`src/verilog/mips_cfg.svh`:
```
`ifndef MIPS_CFG_SVH
`define MIPS_CFG_SVH

// datapath and register file sizes
`define MIPS_XLEN 32
`define MIPS_NREG 32
`define MIPS_RESET_PC 32'h0000_0000

// primary opcodes
`define MIPS_OP_RTYPE 6'h00
`define MIPS_OP_J 6'h02
`define MIPS_OP_JAL 6'h03
`define MIPS_OP_BEQ 6'h04
`define MIPS_OP_BNE 6'h05
`define MIPS_OP_ADDIU 6'h09
`define MIPS_OP_ORI 6'h0d
`define MIPS_OP_LUI 6'h0f
`define MIPS_OP_LW 6'h23
`define MIPS_OP_SW 6'h2b

// funct codes under the R-type opcode
`define MIPS_FN_SLL 6'h00
`define MIPS_FN_JR 6'h08
`define MIPS_FN_ADDU 6'h21
`define MIPS_FN_SUBU 6'h23
`define MIPS_FN_AND 6'h24
`define MIPS_FN_OR 6'h25
`define MIPS_FN_SLT 6'h2a

`endif

```
`src/verilog/mips_pkg.sv`:
```
package mips_pkg;

`include "mips_cfg.svh"

	// R-type view of an instruction word
	typedef struct packed {
		logic [5:0] op;
		logic [4:0] rs;
		logic [4:0] rt;
		logic [4:0] rd;
		logic [4:0] shamt;
		logic [5:0] funct;
	} r_fields_t;

	// I-type view of the same word
	typedef struct packed {
		logic [5:0] op;
		logic [4:0] rs;
		logic [4:0] rt;
		logic [15:0] imm;
	} i_fields_t;

	typedef union packed {
		r_fields_t r;
		i_fields_t i;
	} instr_u;

	typedef enum logic [2:0] {
		ALU_ADD,
		ALU_SUB,
		ALU_AND,
		ALU_OR,
		ALU_SLT,
		ALU_SLL,
		ALU_LUI
	} alu_op_e;

	typedef enum logic [1:0] {
		WB_ALU,
		WB_MEM,
		WB_PC8
	} wb_sel_e;

	typedef enum logic [1:0] {
		FWD_RF,
		FWD_EXMEM,
		FWD_MEMWB
	} fwd_sel_e;

	typedef struct packed {
		alu_op_e alu_op;
		logic alu_src_imm;
		logic mem_read;
		logic mem_write;
		logic reg_write;
		wb_sel_e wb_sel;
	} ctrl_t;

	typedef struct packed {
		ctrl_t ctrl;
		logic [`MIPS_XLEN-1:0] pc8;
		logic [`MIPS_XLEN-1:0] rs_val;
		logic [`MIPS_XLEN-1:0] rt_val;
		logic [`MIPS_XLEN-1:0] imm;
		logic [4:0] rs;
		logic [4:0] rt;
		logic [4:0] dest;
		logic [4:0] shamt;
	} id_ex_t;

	typedef struct packed {
		ctrl_t ctrl;
		logic [`MIPS_XLEN-1:0] pc8;
		logic [`MIPS_XLEN-1:0] alu_res;
		logic [`MIPS_XLEN-1:0] store_val;
		logic [4:0] dest;
	} ex_mem_t;

	typedef struct packed {
		logic reg_write;
		wb_sel_e wb_sel;
		logic [`MIPS_XLEN-1:0] pc8;
		logic [`MIPS_XLEN-1:0] alu_res;
		logic [`MIPS_XLEN-1:0] load_val;
		logic [4:0] dest;
	} mem_wb_t;

	typedef struct packed {
		logic we;
		logic [4:0] addr;
		logic [`MIPS_XLEN-1:0] data;
	} wb_bus_t;

	// true when a pending write to dst produces source src; r0 never counts
	function automatic logic reg_dep(input logic we, input logic [4:0] dst,
			input logic [4:0] src);
		return we && (dst != 5'd0) && (dst == src);
	endfunction

endpackage

```
`src/verilog/fetch.sv`:
```
`timescale 1ns/100ps
`include "mips_cfg.svh"

module fetch (
	input logic i_clk,
	input logic i_arst_n,
	input logic [31:0] i_instr,
	input logic i_stall,
	input logic i_redirect,
	input logic [31:0] i_target,

	output logic [31:0] o_pc,
	output logic [31:0] o_if_pc4,
	output mips_pkg::instr_u o_if_instr
);

	logic [31:0] pc_next;

	// stall wins, decode never redirects while stalled anyway
	always_comb begin
		if (i_stall)
			pc_next = o_pc;
		else if (i_redirect)
			pc_next = i_target;
		else
			pc_next = o_pc + 32'd4;
	end

	always_ff @(posedge i_clk or negedge i_arst_n) begin
		if (!i_arst_n) begin
			o_pc <= `MIPS_RESET_PC;
		end else begin
			o_pc <= pc_next;
		end
	end

	// IF/ID, a zero word is sll r0 and acts as a nop
	always_ff @(posedge i_clk or negedge i_arst_n) begin
		if (!i_arst_n) begin
			o_if_instr <= '0;
			o_if_pc4 <= '0;
		end else if (!i_stall) begin
			o_if_instr <= i_instr;
			o_if_pc4 <= o_pc + 32'd4;
		end
	end

endmodule

```
`src/verilog/regfile.sv`:
```
`timescale 1ns/100ps
`include "mips_cfg.svh"

module regfile (
	input logic i_clk,
	input logic i_arst_n,
	input mips_pkg::wb_bus_t i_wb,
	input logic [4:0] i_ra,
	input logic [4:0] i_rb,

	output logic [31:0] o_da,
	output logic [31:0] o_db
);

	logic [31:0] regs [`MIPS_NREG];

	always_ff @(posedge i_clk or negedge i_arst_n) begin
		if (!i_arst_n) begin
			for (int i = 0; i < `MIPS_NREG; i++)
				regs[i] <= '0;
		end else if (i_wb.we && i_wb.addr != 5'd0) begin
			regs[i_wb.addr] <= i_wb.data;
		end
	end

	// same-cycle write is visible to the reader
	always_comb begin
		o_da = regs[i_ra];
		if (i_ra == 5'd0)
			o_da = '0;
		else if (i_wb.we && i_wb.addr == i_ra)
			o_da = i_wb.data;
		o_db = regs[i_rb];
		if (i_rb == 5'd0)
			o_db = '0;
		else if (i_wb.we && i_wb.addr == i_rb)
			o_db = i_wb.data;
	end

endmodule

```
`src/verilog/decode.sv`:
```
`timescale 1ns/100ps
`include "mips_cfg.svh"

module decode (
	input logic i_clk,
	input logic i_arst_n,
	input mips_pkg::instr_u i_instr,
	input logic [31:0] i_pc4,
	input mips_pkg::wb_bus_t i_wb,
	input logic [4:0] i_ex_dest,
	input logic i_ex_load,
	input logic i_ex_regwrite,
	input logic [4:0] i_mem_dest,
	input logic i_mem_load,
	input logic i_mem_regwrite,
	input logic [31:0] i_mem_alures,

	output logic o_stall,
	output logic o_redirect,
	output logic [31:0] o_target,
	output mips_pkg::id_ex_t o_id_ex
);

	import mips_pkg::*;

	ctrl_t ctrl;
	logic [31:0] imm;
	logic [4:0] dest;
	logic uses_rs;
	logic uses_rt;
	logic is_beq;
	logic is_bne;
	logic is_j;
	logic is_jr;
	logic [31:0] rf_a;
	logic [31:0] rf_b;
	logic [31:0] rs_val;
	logic [31:0] rt_val;
	logic taken;
	logic cmp_rs;
	logic cmp_rt;
	logic load_use;
	logic br_hazard;

	regfile u_regfile (
		.i_clk(i_clk),
		.i_arst_n(i_arst_n),
		.i_wb(i_wb),
		.i_ra(i_instr.r.rs),
		.i_rb(i_instr.r.rt),
		.o_da(rf_a),
		.o_db(rf_b)
	);

	always_comb begin
		ctrl = '0;
		imm = {{16{i_instr.i.imm[15]}}, i_instr.i.imm};
		dest = 5'd0;
		uses_rs = 1'b0;
		uses_rt = 1'b0;
		is_beq = 1'b0;
		is_bne = 1'b0;
		is_j = 1'b0;
		is_jr = 1'b0;
		case (i_instr.r.op)
			`MIPS_OP_RTYPE: begin
				uses_rs = 1'b1;
				uses_rt = 1'b1;
				dest = i_instr.r.rd;
				ctrl.reg_write = 1'b1;
				case (i_instr.r.funct)
					`MIPS_FN_ADDU: ctrl.alu_op = ALU_ADD;
					`MIPS_FN_SUBU: ctrl.alu_op = ALU_SUB;
					`MIPS_FN_AND: ctrl.alu_op = ALU_AND;
					`MIPS_FN_OR: ctrl.alu_op = ALU_OR;
					`MIPS_FN_SLT: ctrl.alu_op = ALU_SLT;
					`MIPS_FN_SLL: begin
						ctrl.alu_op = ALU_SLL;
						uses_rs = 1'b0;
					end
					`MIPS_FN_JR: begin
						is_jr = 1'b1;
						uses_rt = 1'b0;
						ctrl.reg_write = 1'b0;
						dest = 5'd0;
					end
					default: begin
						ctrl.reg_write = 1'b0;
						dest = 5'd0;
					end
				endcase
			end
			`MIPS_OP_ADDIU, `MIPS_OP_ORI, `MIPS_OP_LUI, `MIPS_OP_LW: begin
				uses_rs = (i_instr.i.op != `MIPS_OP_LUI);
				dest = i_instr.i.rt;
				ctrl.reg_write = 1'b1;
				ctrl.alu_src_imm = 1'b1;
				if (i_instr.i.op == `MIPS_OP_ORI) begin
					ctrl.alu_op = ALU_OR;
					imm = {16'h0000, i_instr.i.imm};
				end else if (i_instr.i.op == `MIPS_OP_LUI) begin
					ctrl.alu_op = ALU_LUI;
				end else if (i_instr.i.op == `MIPS_OP_LW) begin
					ctrl.mem_read = 1'b1;
					ctrl.wb_sel = WB_MEM;
				end
			end
			`MIPS_OP_SW: begin
				uses_rs = 1'b1;
				uses_rt = 1'b1;
				ctrl.alu_src_imm = 1'b1;
				ctrl.mem_write = 1'b1;
			end
			`MIPS_OP_BEQ: begin
				uses_rs = 1'b1;
				uses_rt = 1'b1;
				is_beq = 1'b1;
			end
			`MIPS_OP_BNE: begin
				uses_rs = 1'b1;
				uses_rt = 1'b1;
				is_bne = 1'b1;
			end
			`MIPS_OP_J: is_j = 1'b1;
			`MIPS_OP_JAL: begin
				is_j = 1'b1;
				dest = 5'd31;
				ctrl.reg_write = 1'b1;
				ctrl.wb_sel = WB_PC8;
			end
			default: ;
		endcase
	end

	// compare operands take the EX/MEM result, older values come through the regfile
	assign rs_val = reg_dep(i_mem_regwrite, i_mem_dest, i_instr.r.rs) ? i_mem_alures : rf_a;
	assign rt_val = reg_dep(i_mem_regwrite, i_mem_dest, i_instr.r.rt) ? i_mem_alures : rf_b;

	assign cmp_rs = is_beq | is_bne | is_jr;
	assign cmp_rt = is_beq | is_bne;

	assign load_use = (uses_rs && reg_dep(i_ex_load, i_ex_dest, i_instr.r.rs))
		|| (uses_rt && reg_dep(i_ex_load, i_ex_dest, i_instr.r.rt));

	// compare sources not yet available in decode
	assign br_hazard = (cmp_rs && reg_dep(i_ex_regwrite, i_ex_dest, i_instr.r.rs))
		|| (cmp_rt && reg_dep(i_ex_regwrite, i_ex_dest, i_instr.r.rt))
		|| (cmp_rs && reg_dep(i_mem_load, i_mem_dest, i_instr.r.rs))
		|| (cmp_rt && reg_dep(i_mem_load, i_mem_dest, i_instr.r.rt));

	assign o_stall = load_use | br_hazard;

	assign taken = (is_beq && rs_val == rt_val) || (is_bne && rs_val != rt_val);
	assign o_redirect = !o_stall && (taken || is_j || is_jr);

	always_comb begin
		if (is_jr)
			o_target = rs_val;
		else if (is_j)
			o_target = {i_pc4[31:28], i_instr[25:0], 2'b00};
		else
			o_target = i_pc4 + {imm[29:0], 2'b00};
	end

	// ID/EX, zero control makes the bubble
	always_ff @(posedge i_clk or negedge i_arst_n) begin
		if (!i_arst_n) begin
			o_id_ex <= '0;
		end else begin
			o_id_ex.ctrl <= o_stall ? '0 : ctrl;
			o_id_ex.pc8 <= i_pc4 + 32'd4;
			o_id_ex.rs_val <= rf_a;
			o_id_ex.rt_val <= rf_b;
			o_id_ex.imm <= imm;
			o_id_ex.rs <= i_instr.r.rs;
			o_id_ex.rt <= i_instr.r.rt;
			o_id_ex.dest <= dest;
			o_id_ex.shamt <= i_instr.r.shamt;
		end
	end

endmodule

```
`src/verilog/execute.sv`:
```
`timescale 1ns/100ps

module execute (
	input logic i_clk,
	input logic i_arst_n,
	input mips_pkg::id_ex_t i_id_ex,
	input mips_pkg::wb_bus_t i_wb,

	output mips_pkg::ex_mem_t o_ex_mem,
	output logic [4:0] o_ex_dest,
	output logic o_ex_load,
	output logic o_ex_regwrite
);

	import mips_pkg::*;

	fwd_sel_e sel_a;
	fwd_sel_e sel_b;
	logic [31:0] op_a;
	logic [31:0] rt_fwd;
	logic [31:0] op_b;
	logic [31:0] alu_out;

	// the nearer producer in EX/MEM wins
	function automatic fwd_sel_e fwd_pick(input logic [4:0] src, input ex_mem_t exm,
			input wb_bus_t wb);
		if (reg_dep(exm.ctrl.reg_write, exm.dest, src))
			return FWD_EXMEM;
		else if (reg_dep(wb.we, wb.addr, src))
			return FWD_MEMWB;
		return FWD_RF;
	endfunction

	function automatic logic [31:0] fwd_mux(input fwd_sel_e sel, input logic [31:0] rf,
			input logic [31:0] exm, input logic [31:0] wb);
		case (sel)
			FWD_EXMEM: return exm;
			FWD_MEMWB: return wb;
			default: return rf;
		endcase
	endfunction

	assign sel_a = fwd_pick(i_id_ex.rs, o_ex_mem, i_wb);
	assign sel_b = fwd_pick(i_id_ex.rt, o_ex_mem, i_wb);
	assign op_a = fwd_mux(sel_a, i_id_ex.rs_val, o_ex_mem.alu_res, i_wb.data);
	assign rt_fwd = fwd_mux(sel_b, i_id_ex.rt_val, o_ex_mem.alu_res, i_wb.data);
	assign op_b = i_id_ex.ctrl.alu_src_imm ? i_id_ex.imm : rt_fwd;

	always_comb begin
		case (i_id_ex.ctrl.alu_op)
			ALU_SUB: alu_out = op_a - op_b;
			ALU_AND: alu_out = op_a & op_b;
			ALU_OR: alu_out = op_a | op_b;
			ALU_SLT: alu_out = {31'd0, $signed(op_a) < $signed(op_b)};
			ALU_SLL: alu_out = op_b << i_id_ex.shamt;
			ALU_LUI: alu_out = {op_b[15:0], 16'h0000};
			default: alu_out = op_a + op_b;
		endcase
	end

	// jal carries its link value as the result so forwarding sees it
	always_ff @(posedge i_clk or negedge i_arst_n) begin
		if (!i_arst_n) begin
			o_ex_mem <= '0;
		end else begin
			o_ex_mem.ctrl <= i_id_ex.ctrl;
			o_ex_mem.pc8 <= i_id_ex.pc8;
			o_ex_mem.alu_res <= (i_id_ex.ctrl.wb_sel == WB_PC8) ? i_id_ex.pc8 : alu_out;
			o_ex_mem.store_val <= rt_fwd;
			o_ex_mem.dest <= i_id_ex.dest;
		end
	end

	assign o_ex_dest = i_id_ex.dest;
	assign o_ex_load = i_id_ex.ctrl.mem_read;
	assign o_ex_regwrite = i_id_ex.ctrl.reg_write;

endmodule

```
`src/verilog/mem.sv`:
```
`timescale 1ns/100ps

module mem (
	input logic i_clk,
	input logic i_arst_n,
	input mips_pkg::ex_mem_t i_ex_mem,
	input logic [31:0] i_rdata,

	output mips_pkg::wb_bus_t o_wb
);

	import mips_pkg::*;

	mem_wb_t mem_wb;

	// load data is sampled in the same cycle the address is driven
	always_ff @(posedge i_clk or negedge i_arst_n) begin
		if (!i_arst_n) begin
			mem_wb <= '0;
		end else begin
			mem_wb.reg_write <= i_ex_mem.ctrl.reg_write;
			mem_wb.wb_sel <= i_ex_mem.ctrl.wb_sel;
			mem_wb.pc8 <= i_ex_mem.pc8;
			mem_wb.alu_res <= i_ex_mem.alu_res;
			mem_wb.load_val <= i_rdata;
			mem_wb.dest <= i_ex_mem.dest;
		end
	end

	always_comb begin
		o_wb.we = mem_wb.reg_write;
		o_wb.addr = mem_wb.dest;
		case (mem_wb.wb_sel)
			WB_MEM: o_wb.data = mem_wb.load_val;
			WB_PC8: o_wb.data = mem_wb.pc8;
			default: o_wb.data = mem_wb.alu_res;
		endcase
	end

endmodule

```
`src/verilog/core.sv`:
```
`timescale 1ns/100ps

module core (
	input logic i_clk,
	input logic i_arst_n,
	input logic [31:0] i_instr,
	input logic [31:0] i_rdata,

	output logic [31:0] o_instr_addr,
	output logic [31:0] o_data_addr,
	output logic [31:0] o_wdata,
	output logic o_mem_write,
	output logic o_mem_read
);

	import mips_pkg::*;

	instr_u if_instr;
	logic [31:0] if_pc4;
	logic stall;
	logic redirect;
	logic [31:0] target;
	id_ex_t id_ex;
	ex_mem_t ex_mem;
	wb_bus_t wb;
	logic [4:0] ex_dest;
	logic ex_load;
	logic ex_regwrite;

	fetch u_fetch (
		.i_clk(i_clk),
		.i_arst_n(i_arst_n),
		.i_instr(i_instr),
		.i_stall(stall),
		.i_redirect(redirect),
		.i_target(target),
		.o_pc(o_instr_addr),
		.o_if_pc4(if_pc4),
		.o_if_instr(if_instr)
	);

	decode u_decode (
		.i_clk(i_clk),
		.i_arst_n(i_arst_n),
		.i_instr(if_instr),
		.i_pc4(if_pc4),
		.i_wb(wb),
		.i_ex_dest(ex_dest),
		.i_ex_load(ex_load),
		.i_ex_regwrite(ex_regwrite),
		.i_mem_dest(ex_mem.dest),
		.i_mem_load(ex_mem.ctrl.mem_read),
		.i_mem_regwrite(ex_mem.ctrl.reg_write),
		.i_mem_alures(ex_mem.alu_res),
		.o_stall(stall),
		.o_redirect(redirect),
		.o_target(target),
		.o_id_ex(id_ex)
	);

	execute u_execute (
		.i_clk(i_clk),
		.i_arst_n(i_arst_n),
		.i_id_ex(id_ex),
		.i_wb(wb),
		.o_ex_mem(ex_mem),
		.o_ex_dest(ex_dest),
		.o_ex_load(ex_load),
		.o_ex_regwrite(ex_regwrite)
	);

	mem u_mem (
		.i_clk(i_clk),
		.i_arst_n(i_arst_n),
		.i_ex_mem(ex_mem),
		.i_rdata(i_rdata),
		.o_wb(wb)
	);

	// data port straight from EX/MEM
	assign o_data_addr = ex_mem.alu_res;
	assign o_wdata = ex_mem.store_val;
	assign o_mem_write = ex_mem.ctrl.mem_write;
	assign o_mem_read = ex_mem.ctrl.mem_read;

endmodule

```
`config.mk`:
```
export PLATFORM = sky130hd
export DESIGN_NAME = core
export DESIGN_NICKNAME = d
export VERILOG_FILES = /design/src/verilog/mips_pkg.sv /design/src/verilog/fetch.sv /design/src/verilog/regfile.sv /design/src/verilog/decode.sv /design/src/verilog/execute.sv /design/src/verilog/mem.sv /design/src/verilog/core.sv
export VERILOG_INCLUDE_DIRS = /design/src /design/src/verilog
export SDC_FILE = /design/constraint.sdc
export NUM_CORES = 2
export LEC_CHECK = 0
export BUFFER_PORTS_ARGS = -buffer_cell sky130_fd_sc_hd__clkbuf_2
export CORE_MARGIN = 4
export CORE_UTILIZATION = 60
export CTS_CLUSTER_DIAMETER = 50
export CTS_CLUSTER_SIZE = 30
export DETAILED_ROUTE_END_ITERATION = 8
export PLACE_DENSITY = 0.87
export REMOVE_ABC_BUFFERS = 1
export SETUP_SLACK_MARGIN = 0.02
export SLEW_MARGIN = 20
export SYNTH_ARGS = -nofsm -noshare
export SYNTH_HDL_FRONTEND = slang
export SYNTH_SLANG_ARGS = --single-unit
export TNS_END_PERCENT = 100
```
`constraint.sdc`:
```
create_clock -name i_clk -period 9.75 [get_ports i_clk]
set_clock_uncertainty 0.1 [all_clocks]
set_input_delay 0.4875 -clock i_clk [delete_from_list [all_inputs] [get_ports i_clk]]
set_output_delay 0.4875 -clock i_clk [all_outputs]
set_load 0.01 [all_outputs]
```
Word level (Yosys, flattened, before mapping):

Index checks and enable logic that the tools add are counted.

* add/sub/neg operators: 5
* $lt $le $gt $ge: 5
* equality and inequality tests: 41
* shift operators: 1
* multiplexer cells: 64
* bitwise gates (word level): 8
* reductions and logical operators: 50

Operators with widths (number)
* $bwmux 1024: 1
* $mux 32: 18
* $bmux 32 s5: 2
* $pmux 32 s2: 3
* $pmux 32 s6: 1
* $demux 32 s5: 1
* $add 32x3->32 const B: 2
* $add 32x32->32: 2
* $eq 5x5->1: 10
* $eq 6x6->1 const B: 7
* $and 32x32->32: 1
* $eq 32x32->1: 1
* $lt 32x32->1: 1
* $ne 32x32->1: 1
* $or 32x32->32: 1
* $shl 32x5->32: 1
* $sub 32x32->32: 1
* $logic_and 1x1->1: 29
* $eq 6x4->1 const B: 4
* $mux 1: 19
* $ge 6x6->1 const B: 3
* $not 5->6: 3
* $mux 2: 8
* $pmux 3 s5: 1
* other kinds (28): 53

* bits in registers: 1487
* bits of input ports: 66
* output and inout port bits: 98
* logic and storage cells: 237

Logic depth before layout (Yosys ltp):

* word-level depth: 14
* gate-level depth with buffers: 30
* gate-level depth less buffers: 26

By module:

A second synthesis with hierarchy kept.

* cell total of the unflattened synthesis: 7161
* area, all modules: 84662.4 µm²

By module, submodules not included
* regfile: instances 1, cells an instance 3791, area each 54855.1 µm², seq. area each 25624.6 µm²
* execute: instances 1, cells an instance 1743, area each 13056.3 µm², seq. area each 2752.6 µm²
* decode: instances 1, cells an instance 959, area each 8859.7 µm², seq. area each 3428.3 µm²
* fetch: instances 1, cells an instance 445, area each 4599.4 µm², seq. area each 2402.3 µm²
* mem: instances 1, cells an instance 223, area each 3291.9 µm², seq. area each 2602.5 µm²

Least setup slack after synthesis:

No wires, ideal clock.

* path type: register to register
* start point: reg u_mem.mem_wb[101] (netlist name)
* end point: reg u_execute.o_ex_mem[67] (netlist name)
* setup time: 126 ps
* arrival time: 5987 ps
* data required time: 9524 ps
* setup slack: 3537 ps
* stages on the path, launching flop included: 30
* period minus slack after synthesis: 6213 ps
* cells stage by stage: dfrtp_1 -> inv_1 -> ha_1 -> clkbuf_1 -> clkbuf_1 -> clkbuf_1 -> clkbuf_1 -> nor2_1 -> a21oi_1 -> inv_1 -> mux2i_1 -> o21ai_0 -> mux2i_1 -> inv_1 -> fa_1 -> nand2b_1 -> a21o_1 -> a21oi_1 -> o21ai_0 -> a21oi_1 -> o211ai_1 -> a21oi_1 -> a31o_2 -> a21o_1 -> a211o_1 -> a21oi_1 -> o21bai_1 -> a21boi_0 -> mux2i_1 -> o32a_1

* cells in the longest elaborated chain, start to end: 7
* elaborated cells on any way between the ends: 13
* classes of those cells: add/sub (2); eq/ne (2); shift (1); mux (6); bitwise (2)

Ends and longest elaborated chain
* from (decl): line mem.sv:14 `mem_wb_t mem_wb;`
* $eq 2x2->1 / $eq 2x1->1 (equally long branches): line mem.sv:33 `case (mem_wb.wb_sel)`
* $pmux 32 s2 *: line mem.sv:33
* $pmux 32 s2 *: line execute.sv:36 `case (sel)`
* named net u_execute.rt_fwd[1]: line execute.sv:20 `logic [31:0] rt_fwd;`
* $mux 32 *: line execute.sv:47 `assign op_b = i_id_ex.ctrl.alu_src_imm ? i_id_ex.imm : rt_fwd;`
* $add 32x32->32, or another cell as far along: line execute.sv:57 `default: alu_out = op_a + op_b;`
* $pmux 32 s6 *: line execute.sv:50 `case (i_id_ex.ctrl.alu_op)`
* $mux 32 *: line execute.sv:68 `o_ex_mem.alu_res <= (i_id_ex.ctrl.wb_sel == WB_PC8) ? i_id_ex.pc8 : alu_out;`
* to (decl): line execute.sv:9 `output mips_pkg::ex_mem_t o_ex_mem,`

The timed path passes the listed nets; every way through them passes the cells marked *.
A chain may end at the register's enable or synchronous reset.

Final worst setup path:

* start point: reg u_fetch.o_if_instr[23] (netlist name)
* end point: reg u_fetch.o_pc[12]

* cells in the longest elaborated chain, start to end: 14
* elaborated cells on any way between the ends: 35
* classes of those cells: eq/ne (5); mux (8); bitwise (2); reduce/logical (20)

Ends and longest elaborated chain
* from (decl): line fetch.sv:14 `output mips_pkg::instr_u o_if_instr`
* from (signal assigned): line fetch.sv:43 `o_if_instr <= i_instr;`
* $not 5->6 (implied by the code): line regfile.sv:28 `o_da = regs[i_ra];`
* $bmux 32 s5: line regfile.sv:28
* $mux 32 (implied by the code) (2 in a row): line regfile.sv:28
* $mux 32: line regfile.sv:31 `else if (i_wb.we && i_wb.addr == i_ra)`
* $mux 32 *: line regfile.sv:29 `if (i_ra == 5'd0)`
* named net u_decode.rf_a[14]: line decode.sv:35 `logic [31:0] rf_a;`
* $mux 32 *: line decode.sv:136 `assign rs_val = reg_dep(i_mem_regwrite, i_mem_dest, i_instr.r.rs) ? i_mem_alures : rf_a;`
* $eq 32x32->1 / $ne 32x32->1 (equally long branches): line decode.sv:153 `assign taken = (is_beq && rs_val == rt_val) || (is_bne && rs_val != rt_val);`
* $logic_and 1x1->1: line decode.sv:153
* $logic_or 1x1->1 *: line decode.sv:153
* $logic_or 1x1->1 * (2 in a row): line decode.sv:154 `assign o_redirect = !o_stall && (taken || is_j || is_jr);`
* $logic_and 1x1->1 *: line decode.sv:154
* $mux 32 *: line fetch.sv:23 `else if (i_redirect)`
* to (signal assigned): line fetch.sv:31 `` o_pc <= `MIPS_RESET_PC; ``
* to (signal assigned): line fetch.sv:33 `o_pc <= pc_next;`
* to (decl): line fetch.sv:12 `output logic [31:0] o_pc,`

The timed path passes the listed nets; every way through them passes the cells marked *. The select of a mux whose other input is x is not followed.

==> qor.yml <==
status: "finished, final reports clean"
synthTopCellsByCount: "1477 x nand2_1, 1467 x dfrtp_1, 1241 x o21ai_0, 524 x clkbuf_1, 511 x mux4_2"
viasPerCell: 7.361
fin_area_mm2: 0.08748
drv_slew: 0
internal-power_mw: 10.46
fin_ws_ps: 1842
grt_pass1_vias: 69390
avgRoutedWirePerCell_um: 32.36
critPathRequiredTime_ps: 10390
pwr-share-clk_pct: 36.8
cpMaxStageDelayCell: "nor2b_1"
p_comb_share_pct: 17.5
multiInputGateArea_mm2: 0.04004
ff_latch_area_mm2: 0.03674
synth_area_leaders: "dfrtp_1 45%, mux4_2 14%, o21ai_0 7.7%"
power_switching_mw: 5.175
cts_tree: "yes"
async_flop_share_pct: 100.0
cpPeakStageDelay_ps: 1020
fmax_mhz: 126.5
firstDrtPassIters: 7
die_h_um: 375.0
worst-setup-path-type: "flip-flop to flip-flop"
rsz0062_at_grt: "no"
vias: 70010
r2r-end: "u_fetch.o_pc[12]"
rows: 134
dp_hpwl_mm: 198.9
placed_area_mm2: 0.08190
synth_top_area_cell: "dfrtp_1"
ff2ff_path_depth: 17
holdPathStages: 2
antenna_left: 0
min_period_ps: 7908
syn_area_per_cell_um2: 10.31
first_iter_violations: 11630
routabilityCongestion: 1.073
hp-start: "i_rdata[25]"
finalSetupViolCount: 0
drive_gt1_share_pct: 16.09
fill_cells: 9582
ys_warn_count: 0
max_slew_margin_pct: 17.27
grt_pass1_wl_mm: 452.3
ys.flop_type: "dfrtp_1"
globalRouteTotalUtil_pct: 43.38
htree_levels: 4
cp.arrival_ps: 8550
peakVddDrop_mv: 0.1744
clk_latency_ps: 860
clk_path_buf_depth: 3
drc: 0
critPathLaunchType: "flip-flop"
final_core_util_pct: 65.46
synthDistinctLibCells: 93
clk_pin_slew_ps: 90
synth_top_area_share_pct: 45.43
cts_root_buf: "clkbuf_16"
syn_area_mm2: 0.08080
numCtsBuffers: 136
area_growth_pct: 8.258
cts-resized-gates: 0
grt-ovfl-total: 0
nNetsFinal: 7812
grt_max_degree: 191
netlist_instances: 7836
r2r_start: "u_fetch.o_if_instr[23]"
worst_slew_pin_slew_ps: 1228
cts.sinks: 1467
die_area_mm2: 0.1406
core-area_mm2: 0.1336
seq_area_frac_synth_pct: 45.43
io_pins: 164
wirelength_mm: 307.8
power_density_mw_per_mm2: 178.7
min_path_type: "input port to flip-flop"
finalCritPeriodShare_pct: 81.11
ys_ff_latch: 1467
die_w_um: 375.0
worstPathMaxFanout: 39
power.share.switching_pct: 33.10
synth_most_common_cell: "nand2_1"
holdPathEnd: "u_mem.mem_wb[30]"
hold_viol_final: 0
synth_edf_count: 0
dp_slack_ps: 2353
start_util_pct: 60.47
crit_path_cell_trace: "buf_4, nor2b_1, a22oi_1, nand2_1, o22ai_1, a211oi_2, xnor2_1, a221o_1, nand4_1, or4b_1, nor4_2, o2111ai_2, xnor2_2, a31oi_4, buf_4, mux2_2, o22ai_1"
end_kind: "flip-flop"
portBuffers: 163
power_frac_seq_pct: 45.8
r2r_setup_slack_ps: 1840
p_leak_nw: 37.73
antenna_found_initial: 7
drv_cap: 0
[kinds of logic after synthesis]
group / after synthesis / share of synthesized area (%)
AO/OA/AOI/OAI: 2199 / 16.06
AND/OR/NAND/NOR: 2075 / 10.64
flip-flops: 1467 / 45.43
buffers and inverters: 933 / 5.327
multiplexers: 855 / 18.56
XOR/XNOR: 175 / 1.906
adder cells (fa/ha/maj): 132 / 2.072
[registers in the layout, indices dropped and copies added (netlist names)]
register,flops
u_fetch.o_if_pc4,32
u_decode.u_regfile.regs,1024
u_fetch.o_pc,32
u_decode.o_id_ex,137
u_mem.mem_wb,98
u_mem.o_wb,6
u_execute.o_ex_mem,106
u_fetch.o_if_instr,32
[final cells by class]
type | count | area share [%]
Antenna cell | 13 | 0.03719
Clock buffer | 157 | 4.131
Clock inverter | 97 | 1.320
Inverter | 170 | 0.7295
Multi-Input combinational cell | 5436 | 45.77
Sequential cell | 1467 | 42.00
Tap cell | 1768 | 2.529
Timing Repair Buffer | 403 | 3.481
[layer usage]
metal | GRT usage, % | wire length, um
met1 | 52.23 | 100800
met2 | 62.20 | 129500
met3 | 16.66 | 44930
met4 | 35.14 | 32300
met5 | 0.9949 | 226
[power by group through the flow]
stage                     combinational (mW)  sequential (mW)  clock [mW]
final                                   2.73             7.16        5.75
after global routing                    2.91             7.16        5.98
after CTS                               2.63             7.11        5.73
after detailed placement                2.58             7.22           0
after global placement                  2.55             7.20           0
after floorplan                         1.56             7.04           0
[critical path, delay by kind of cell, from the launching register on]
| kind | cells | cell delay [ps] |
|---|---|---|
| AO/OA/AOI/OAI | 7 | 2640 |
| buffers and inverters | 2 | 1190 |
| flip-flops | 1 | 780 |
| AND/OR/NAND/NOR | 5 | 2190 |
| multiplexers | 1 | 390 |
| XOR/XNOR | 2 | 420 |
[repair_timing]
item                                    4_1_cts  5_1_grt
hold buffers                                 65        0
hold endpoints to repair                    189        0
buffers inserted                              0        0
endpoints found under the setup margin        0        0
[metrics by stage]
stage	power, mW	cells	hold WS [ps]	TNS, ps
3_3_place_gp	9.747	9174	231.6	0
5_1_grt	16.06	9498	176.8	0
3_5_place_dp	9.805	9174	234.7	0
6_report	15.63	9511	181.2	0
4_1_cts	15.47	9493	169.8	0
2_1_floorplan	8.595	7073	91.91	-602780
[cells in the final DEF, fill, tap and decap left out, types with 28 or more instances in the layout]
master         Yosys  layout
xnor2_1          123     123
nor3_1            58      56
o221ai_1          32      32
clkbuf_16          0     137
dfrtp_1         1467    1457
o22ai_1           93      93
nand2_2            0      31
inv_1            164     164
nand3_1           77      77
nor2_1           233     229
nand2_1         1477    1446
dlygate4sd3_1      0      65
nand2b_1          28      28
nor2b_1           44      42
and2_1            30      30
a22oi_1          113     113
a211oi_1          87      87
ha_1             129     127
a21oi_1          259     254
a221oi_1          32      32
mux4_2           511     511
a31oi_1           41      41
a21o_1            39      39
mux2i_1          312     310
xor2_1            51      51
clkbuf_2           0     162
buf_4            103     154
and3_1            36      36
o21ai_0         1241    1238
[worst max path at each step]
stage / startpoint / to / slack (ps) / cells after the start
2_1_floorplan: u_fetch.o_if_instr[21] / u_fetch.o_pc[0] / -7120 / 15
3_3_place_gp: u_fetch.o_if_instr[16] / u_fetch.o_pc[12] / 2490 / 16
3_5_place_dp: u_fetch.o_if_instr[16] / u_fetch.o_pc[21] / 2350 / 16
4_1_cts: u_fetch.o_if_instr[16] / u_fetch.o_pc[12] / 2290 / 18
5_1_grt: u_fetch.o_if_instr[23] / u_fetch.o_pc[12] / 1740 / 17
6_report: u_fetch.o_if_instr[23] / u_fetch.o_pc[12] / 1840 / 17
(Power assumes the default switching activity.)
